`config.mk`:
```
export PLATFORM = sky130hd
export DESIGN_NAME = scaler_horizontal
export DESIGN_NICKNAME = d
export VERILOG_FILES = /design/src/scaler_pkg.sv /design/src/phase_accumulator.sv /design/src/tap_window.sv /design/src/cubic_table.sv /design/src/cubic_filter.sv /design/src/scaler_horizontal.sv
export SDC_FILE = /design/constraint.sdc
export NUM_CORES = 2
export LEC_CHECK = 0
export ABC_AREA = 1
export BUFFER_PORTS_ARGS = -buffer_cell sky130_fd_sc_hd__buf_4
export CAP_MARGIN = 5
export CORE_MARGIN = 10
export CORE_UTILIZATION = 46
export DETAILED_ROUTE_END_ITERATION = 8
export PLACE_DENSITY = 0.58
export RECOVER_POWER = 50
export SYNTH_ARGS = -nofsm -noshare
export SYNTH_HDL_FRONTEND = slang
export SYNTH_SLANG_ARGS = --single-unit
```
`constraint.sdc`:
```
create_clock -name clk -period 38.2 [get_ports clk]
set_clock_uncertainty 0.1 [all_clocks]
set_input_delay 0 -clock clk [delete_from_list [all_inputs] [get_ports clk]]
set_output_delay 0 -clock clk [all_outputs]
set_load 0.02 [all_outputs]
```
`src/scaler_pkg.sv`:
```
`default_nettype none

package scaler_pkg;

    localparam int pixel_width = 12;
    // a weight of 512 is unity gain.
    localparam int coeff_width = 10;
    localparam int table_input_width = 10;
    localparam int phase_width = 24;
    localparam int mul_width = pixel_width + coeff_width;

    typedef logic [pixel_width-1:0] pixel_t;
    // 4.12 unsigned, 4096 is 1.0.
    typedef logic [15:0] scale_step_t;
    typedef logic [phase_width-1:0] phase_t;
    typedef logic [coeff_width-1:0] coeff_t;
    typedef logic [9:0] table_addr_t;

    localparam phase_t pixel_step = phase_t'(4096);
    localparam int round_adder = 256;
    localparam pixel_t max_pixel = pixel_t'(4095);
    localparam coeff_t coeff_one = coeff_t'(512);
    // keeps the top table_input_width address bits.
    localparam table_addr_t table_addr_mask = table_addr_t'(
        ((1 << table_input_width) - 1) << ($bits(table_addr_t) - table_input_width));

    typedef struct packed {
        pixel_t data;
        logic   dv;
        logic   hs;
        logic   vs;
    } video_beat_t;

    // m0 is the newest pixel, m3 the oldest.
    typedef struct packed {
        pixel_t m3;
        pixel_t m2;
        pixel_t m1;
        pixel_t m0;
    } tap_set_t;

    typedef struct packed {
        coeff_t f3;
        coeff_t f2;
        coeff_t f1;
        coeff_t f0;
    } coeff_set_t;

    typedef struct packed {
        logic pick;
        logic line;
        logic frame;
    } pick_t;

endpackage

`default_nettype wire

```
`src/phase_accumulator.sv`:
```
`timescale 1ns/1ns
`default_nettype none

module phase_accumulator (
    input  wire                          clk,
    input  wire                          arst_n,
    input  wire scaler_pkg::video_beat_t in_beat,
    input  wire scaler_pkg::scale_step_t scale_step,
    output scaler_pkg::pick_t            pick_q,
    output scaler_pkg::table_addr_t      table_addr,
    output logic                         first_taps,
    output logic                         pick_now
);

    scaler_pkg::phase_t in_phase;
    scaler_pkg::phase_t out_phase;
    logic               line_pending;
    logic               frame_pending;
    logic               line_start;

    // an output pixel is due once the input has moved past its position.
    assign pick_now = in_phase > out_phase;

    assign line_start = in_beat.dv && in_beat.hs;

    // left edge of the line, the oldest tap is not real yet.
    assign first_taps = in_phase <= 2 * scaler_pkg::pixel_step;

    // fractional part of the output position, quarter resolution.
    assign table_addr = out_phase[11:2] & scaler_pkg::table_addr_mask;

    always_ff @(posedge clk or negedge arst_n) begin
        if (!arst_n) begin
            in_phase      <= '0;
            out_phase     <= '0;
            line_pending  <= 1'b0;
            frame_pending <= 1'b0;
            pick_q        <= '0;
        end else begin
            pick_q <= '0;

            if (in_beat.dv) begin
                in_phase <= in_phase + scaler_pkg::pixel_step;
            end

            if (pick_now) begin
                out_phase    <= out_phase + scaler_pkg::phase_t'(scale_step);
                pick_q.pick  <= 1'b1;
                pick_q.line  <= line_pending;
                pick_q.frame <= frame_pending;
                // the markers travel with the first pick after they were seen.
                if (line_pending) begin
                    line_pending <= 1'b0;
                end
                if (frame_pending) begin
                    frame_pending <= 1'b0;
                end
            end

            // a marker seen now waits for the next pick.
            if (in_beat.dv) begin
                if (in_beat.hs) begin
                    line_pending <= 1'b1;
                end
                if (in_beat.vs) begin
                    frame_pending <= 1'b1;
                end
            end

            // new line restarts both positions, output one pixel behind.
            if (line_start) begin
                in_phase  <= '0;
                out_phase <= scaler_pkg::pixel_step;
            end
        end
    end

    // line and frame markers only ever ride on a pick.
    assert property (@(posedge clk) disable iff (!arst_n)
        (pick_q.line || pick_q.frame) |-> pick_q.pick);

endmodule

`default_nettype wire

```
`src/tap_window.sv`:
```
`timescale 1ns/1ns
`default_nettype none

module tap_window (
    input  wire                          clk,
    input  wire                          arst_n,
    input  wire scaler_pkg::video_beat_t in_beat,
    input  wire                          pick,
    input  wire                          first_taps,
    output scaler_pkg::tap_set_t         taps
);

    // last four valid input pixels.
    scaler_pkg::tap_set_t window;

    always_ff @(posedge clk or negedge arst_n) begin
        if (!arst_n) begin
            window <= '0;
        end else if (in_beat.dv) begin
            window.m3 <= window.m2;
            window.m2 <= window.m1;
            window.m1 <= window.m0;
            window.m0 <= in_beat.data;
        end
    end

    always_ff @(posedge clk) begin
        if (pick) begin
            taps.m0 <= window.m0;
            taps.m1 <= window.m1;
            taps.m2 <= window.m2;
            // oldest tap still belongs to the previous line here.
            taps.m3 <= first_taps ? '0 : window.m3;
        end
    end

endmodule

`default_nettype wire

```
`src/cubic_table.sv`:
```
`timescale 1ns/1ns
`default_nettype none

module cubic_table (
    input  wire                          clk,
    input  wire                          arst_n,
    input  wire scaler_pkg::table_addr_t table_addr,
    output scaler_pkg::coeff_set_t       coeffs
);

    // powers of the address scaled to a common 2^30 base.
    logic [35:0] lin;
    logic [35:0] sq;
    logic [35:0] cube;
    logic [35:0] n0;
    logic [35:0] n1;
    logic [35:0] n2;
    logic [35:0] n3;
    scaler_pkg::coeff_set_t weights;
    logic signed [11:0] unity;

    always_comb begin
        lin  = 36'(table_addr) << 20;
        sq   = (36'(table_addr) * 36'(table_addr)) << 10;
        cube = 36'(table_addr) * 36'(table_addr) * 36'(table_addr);

        // each numerator is non-negative on [0, 1), wrap in between is harmless.
        n0 = lin - 2 * sq + cube;
        n1 = 36'h0_8000_0000 - 5 * sq + 3 * cube;
        n2 = lin + 4 * sq - 3 * cube;
        n3 = sq - cube;

        // 256 / 2^30 leaves a shift by 22.
        weights.f0 = scaler_pkg::coeff_t'(n0 >> 22);
        weights.f1 = scaler_pkg::coeff_t'(n1 >> 22);
        weights.f2 = scaler_pkg::coeff_t'(n2 >> 22);
        weights.f3 = scaler_pkg::coeff_t'(n3 >> 22);
    end

    always_ff @(posedge clk or negedge arst_n) begin
        if (!arst_n) begin
            coeffs    <= '0;
            coeffs.f1 <= scaler_pkg::coeff_one;
        end else begin
            coeffs <= weights;
        end
    end

    assign unity = $signed({2'b00, coeffs.f1}) + $signed({2'b00, coeffs.f2})
                 - $signed({2'b00, coeffs.f0}) - $signed({2'b00, coeffs.f3});

    // truncation error of four weights, the gain stays near unity.
    assert property (@(posedge clk) disable iff (!arst_n)
        unity >= 12'sd508 && unity <= 12'sd516);

endmodule

`default_nettype wire

```
`src/cubic_filter.sv`:
```
`timescale 1ns/1ns
`default_nettype none

module cubic_filter (
    input  wire                         clk,
    input  wire                         arst_n,
    input  wire scaler_pkg::tap_set_t   taps,
    input  wire scaler_pkg::coeff_set_t coeffs,
    input  wire scaler_pkg::pick_t      pick_q,
    output scaler_pkg::video_beat_t     out_beat
);

    typedef logic signed [scaler_pkg::mul_width+1:0] sum_t;

    logic [scaler_pkg::mul_width-1:0] mul0;
    logic [scaler_pkg::mul_width-1:0] mul1;
    logic [scaler_pkg::mul_width-1:0] mul2;
    logic [scaler_pkg::mul_width-1:0] mul3;
    sum_t                             sum;
    scaler_pkg::pixel_t               clamped;
    scaler_pkg::pick_t                pick_d1;
    scaler_pkg::pick_t                pick_d2;

    always_ff @(posedge clk) begin
        mul0 <= coeffs.f0 * taps.m0;
        mul1 <= coeffs.f1 * taps.m1;
        mul2 <= coeffs.f2 * taps.m2;
        mul3 <= coeffs.f3 * taps.m3;

        // outer taps carry the negative lobes.
        sum <= sum_t'(mul1) + sum_t'(mul2)
             - sum_t'(mul0) - sum_t'(mul3)
             + sum_t'(scaler_pkg::round_adder);
    end

    always_comb begin
        if (sum < 0) begin
            clamped = '0;
        end else if (sum[scaler_pkg::mul_width] || sum[scaler_pkg::mul_width-1]) begin
            clamped = scaler_pkg::max_pixel;
        end else begin
            clamped = sum[scaler_pkg::coeff_width-1 +: scaler_pkg::pixel_width];
        end
    end

    // sync follows the data through products and sum.
    always_ff @(posedge clk or negedge arst_n) begin
        if (!arst_n) begin
            pick_d1  <= '0;
            pick_d2  <= '0;
            out_beat <= '0;
        end else begin
            pick_d1     <= pick_q;
            pick_d2     <= pick_d1;
            out_beat.dv <= pick_d2.pick;
            out_beat.hs <= pick_d2.line;
            out_beat.vs <= pick_d2.frame;
            if (pick_d2.pick) begin
                out_beat.data <= clamped;
            end
        end
    end

    // a line start is always carried by a real output pixel.
    assert property (@(posedge clk) disable iff (!arst_n)
        out_beat.hs |-> out_beat.dv);

endmodule

`default_nettype wire

```
`src/scaler_horizontal.sv`:
```
`timescale 1ns/1ns
`default_nettype none

module scaler_horizontal (
    input  wire                          clk,
    input  wire                          arst_n,
    input  wire scaler_pkg::video_beat_t in_beat,
    input  wire scaler_pkg::scale_step_t scale_step,
    output scaler_pkg::video_beat_t      out_beat
);

    scaler_pkg::pick_t       pick_q;
    scaler_pkg::table_addr_t table_addr;
    logic                    first_taps;
    logic                    pick_now;
    scaler_pkg::tap_set_t    taps;
    scaler_pkg::coeff_set_t  coeffs;

    phase_accumulator phase_accumulator_i (
        .clk        (clk),
        .arst_n     (arst_n),
        .in_beat    (in_beat),
        .scale_step (scale_step),
        .pick_q     (pick_q),
        .table_addr (table_addr),
        .first_taps (first_taps),
        .pick_now   (pick_now)
    );

    // taps are captured on the same edge that registers pick_q.
    tap_window tap_window_i (
        .clk        (clk),
        .arst_n     (arst_n),
        .in_beat    (in_beat),
        .pick       (pick_now),
        .first_taps (first_taps),
        .taps       (taps)
    );

    cubic_table cubic_table_i (
        .clk        (clk),
        .arst_n     (arst_n),
        .table_addr (table_addr),
        .coeffs     (coeffs)
    );

    cubic_filter cubic_filter_i (
        .clk      (clk),
        .arst_n   (arst_n),
        .taps     (taps),
        .coeffs   (coeffs),
        .pick_q   (pick_q),
        .out_beat (out_beat)
    );

endmodule

`default_nettype wire

```
==> results.cfg <==
[synth]
synth_area_leaders = fa_1, ha_1, nand2_1
synthArstFlopShare_pct = 49.7
synth_compound_area_share_pct = 8.33
synthDistinctLibCells = 67
synth_seq_area_share_pct = 15.9
yosys.area_share.simple_pct = 18.5
synth_top_area_share_pct = 23.4
syn_inst = 5820
synth_top_family_by_area = adder cells
synthXorXnorAreaFrac_pct = 4.43
yosysTopAreaCell = fa_1
ys.flop_type = dfrtp_1
synth-edff-count = 48
syn_area_um2 = 45400
synthAdderAreaFrac_pct = 41.4
syn_avg_cell_area_um2 = 7.80
ys_warn_count = 0
synthMuxAreaShare_pct = 0
ys_ff_latch = 300

[worst_setup_path]
rr_worst_depth = 57
crit_family = adder cells
startpoint = phase_accumulator_i.out_phase[7]
rrSetupSlack_ps = 23330
crit_type = reg2reg
crit_top_cell = nand2_1
crit_cells = 57
arrival_ps = 15210
crit_end = cubic_table_i.coeffs[28]
crit_path_max_fanout = 19
slowest_delay_ps = 1000
r2r-start = phase_accumulator_i.out_phase[7]
slowest_stage = dfrtp_1
r2r_end = cubic_table_i.coeffs[28]
cp-end-kind = register
path_buf_inv = 10
start_kind = register
required_ps = 38540

[cts]
htree_levels = 2
insertion_delay_ps = 560
clock_sinks = 300
worst_setup_hold_path_clk_slew_ps = 60
cts_max_path_buffers = 3
cts_buffers = 37
postCtsSetupRepairBufs = 0
cts_tree = yes
cts_root_buffer = clkbuf_16

[sta]
slew_headroom_pct = -143
finalSetupViolations = 0
max_clock_freq_mhz = 67.2
fin_crit_sh_pct = 38.9
setup_tns_ps = 0
worst_slew_pin_slew_ps = 3650
layout_min_cycle_time_ps = 14870
maxSlewViolCount = 215
rsz0062_at_grt = false
hold_viol = 0

[floorplan]
rows = 115
die_h_um = 334
initial_core_util_pct = 46.3
core_area_um2 = 98100
io_pins = 48
die_w_um = 334
die-area_um2 = 112000

[detailed_routing]
wl_per_cell_um = 17.5
routed_wl_um = 125000
drt-initial-drc-count = 2157
firstDrtPassIters = 5
drc = 0
viasPerCell = 5.12
vias = 36600
antenna_left = 0

[global_routing]
grt_pass1_vias = 37000
grt-ovfl-total = 0
track_usage_pct = 22.3
grt_pass1_wl_um = 200000
grt_max_degree = 68
antenna_found_initial = 1

[layout]
nets = 7057
mostFrequentLayoutCell = nand2_1
drive_above_1_share_pct = 3.08
seqCellArea_um2 = 7230
syn_to_final_growth_pct = 7.39
fill_cells = 9743
multi_input_area_um2 = 33000
final_cell_mix = nand2_1, inv_1, ha_1

[placement]
place.gp.congestion = 0.938
hpwl_um = 103000
io_buffers = 47

[status]
status = complete, but fails checks
violations = max-capacitance violations, max-slew violations

[min_path]
hold_depth = 5
hp-class = in2reg

[flow_run]
cap_viol_max_count = 4
==> flip-flops by register name, indices dropped and copies added, names as in the netlist, 12 cells and up <==
signal	cells
tap_window_i.taps	48
tap_window_i.window	48
cubic_table_i.coeffs	39
phase_accumulator_i.out_phase	24
cubic_filter_i.mul0	22
cubic_filter_i.mul1	22
cubic_filter_i.mul2	22
cubic_filter_i.mul3	22
cubic_filter_i.out_beat	15
cubic_filter_i.sum	15
phase_accumulator_i.in_phase	12
==> cell usage after synthesis, types with 28 or more instances <==
cell	instances
dfrtp_1	148
o21ai_0	158
fa_1	531
edfxtp_1	48
a21oi_1	320
nand4_1	50
nand3_1	143
clkbuf_1	122
dfxtp_1	103
ha_1	651
o21bai_1	28
xnor2_1	63
nor2_1	319
nand2_1	1435
nor3_1	46
xor2_1	155
inv_1	1231
==> cell families after synthesis <==
| family | Yosys count |
|---|---|
| flops | 300 |
| buf+inv | 1381 |
| fa+ha+maj | 1182 |
| compound gates | 665 |
| simple gates | 2068 |
| xor+xnor | 223 |
| other cells | 1 |
==> metal layers <==
metal	up-vias	wire, um	GRT usage, %
met5	-	0	0
met4	0	5070	8.48
met3	183	5180	2.13
met2	813	60700	39.0
met1	17600	54200	28.3
li1	18100	-	-
==> area by class of cell <==
| class | count | area share (%) |
|---|---|---|
| inverter | 1244 | 9.59 |
| clock inverter | 16 | 0.418 |
| sequential | 300 | 14.8 |
| antenna | 1 | 0.00513 |
| multi-input combinational | 4141 | 67.6 |
| clock buffer | 51 | 2.31 |
| tap | 1287 | 3.30 |
| timing repair buffer | 118 | 1.91 |
==> per-stage QoR <==
stage	setup WS, ps	hold WS [ps]	instances	utilization (%)	instance area (um^2)
finish	23330	21.7	7158	49.7	48800
global route	22190	66.3	7157	49.7	48800
CTS	23390	1.18	7157	49.8	48900
detailed placement	23420	-14.7	7039	47.9	47000
global placement	23700	-16.0	7039	47.9	47000
floorplan	25510	-396	5822	-	45400
==> tightest hold or removal path, cell delays in order <==
cell and delay [ps]:
buf_4 80, ha_1 170, inv_1 80, xor2_1 200, o22ai_1 110
==> how the worst min path moves through the flow <==
stage / from / to / slack (ps)
floorplan: arst_n / cubic_filter_i.out_beat[0] / -400
global placement: arst_n / cubic_filter_i.out_beat[7] / -20
detailed placement: arst_n / cubic_filter_i.out_beat[7] / -10
CTS: scale_step[6] / phase_accumulator_i.out_phase[6] / 1
global route: scale_step[6] / phase_accumulator_i.out_phase[6] / 70
finish: scale_step[6] / phase_accumulator_i.out_phase[6] / 20
==> repair_timing <==
| item | 4_1_cts | 5_1_grt |
|---|---|---|
| hold buffers | 51 | 0 |
| gates resized for setup | 0 | 0 |
| hold endpoints to repair | 136 | 0 |
| setup endpoints to repair | 0 | 0 |
Power is left out: the tool's default activity adds up to more than one toggle a clock period on the data nets, which glitch-free logic cannot reach.
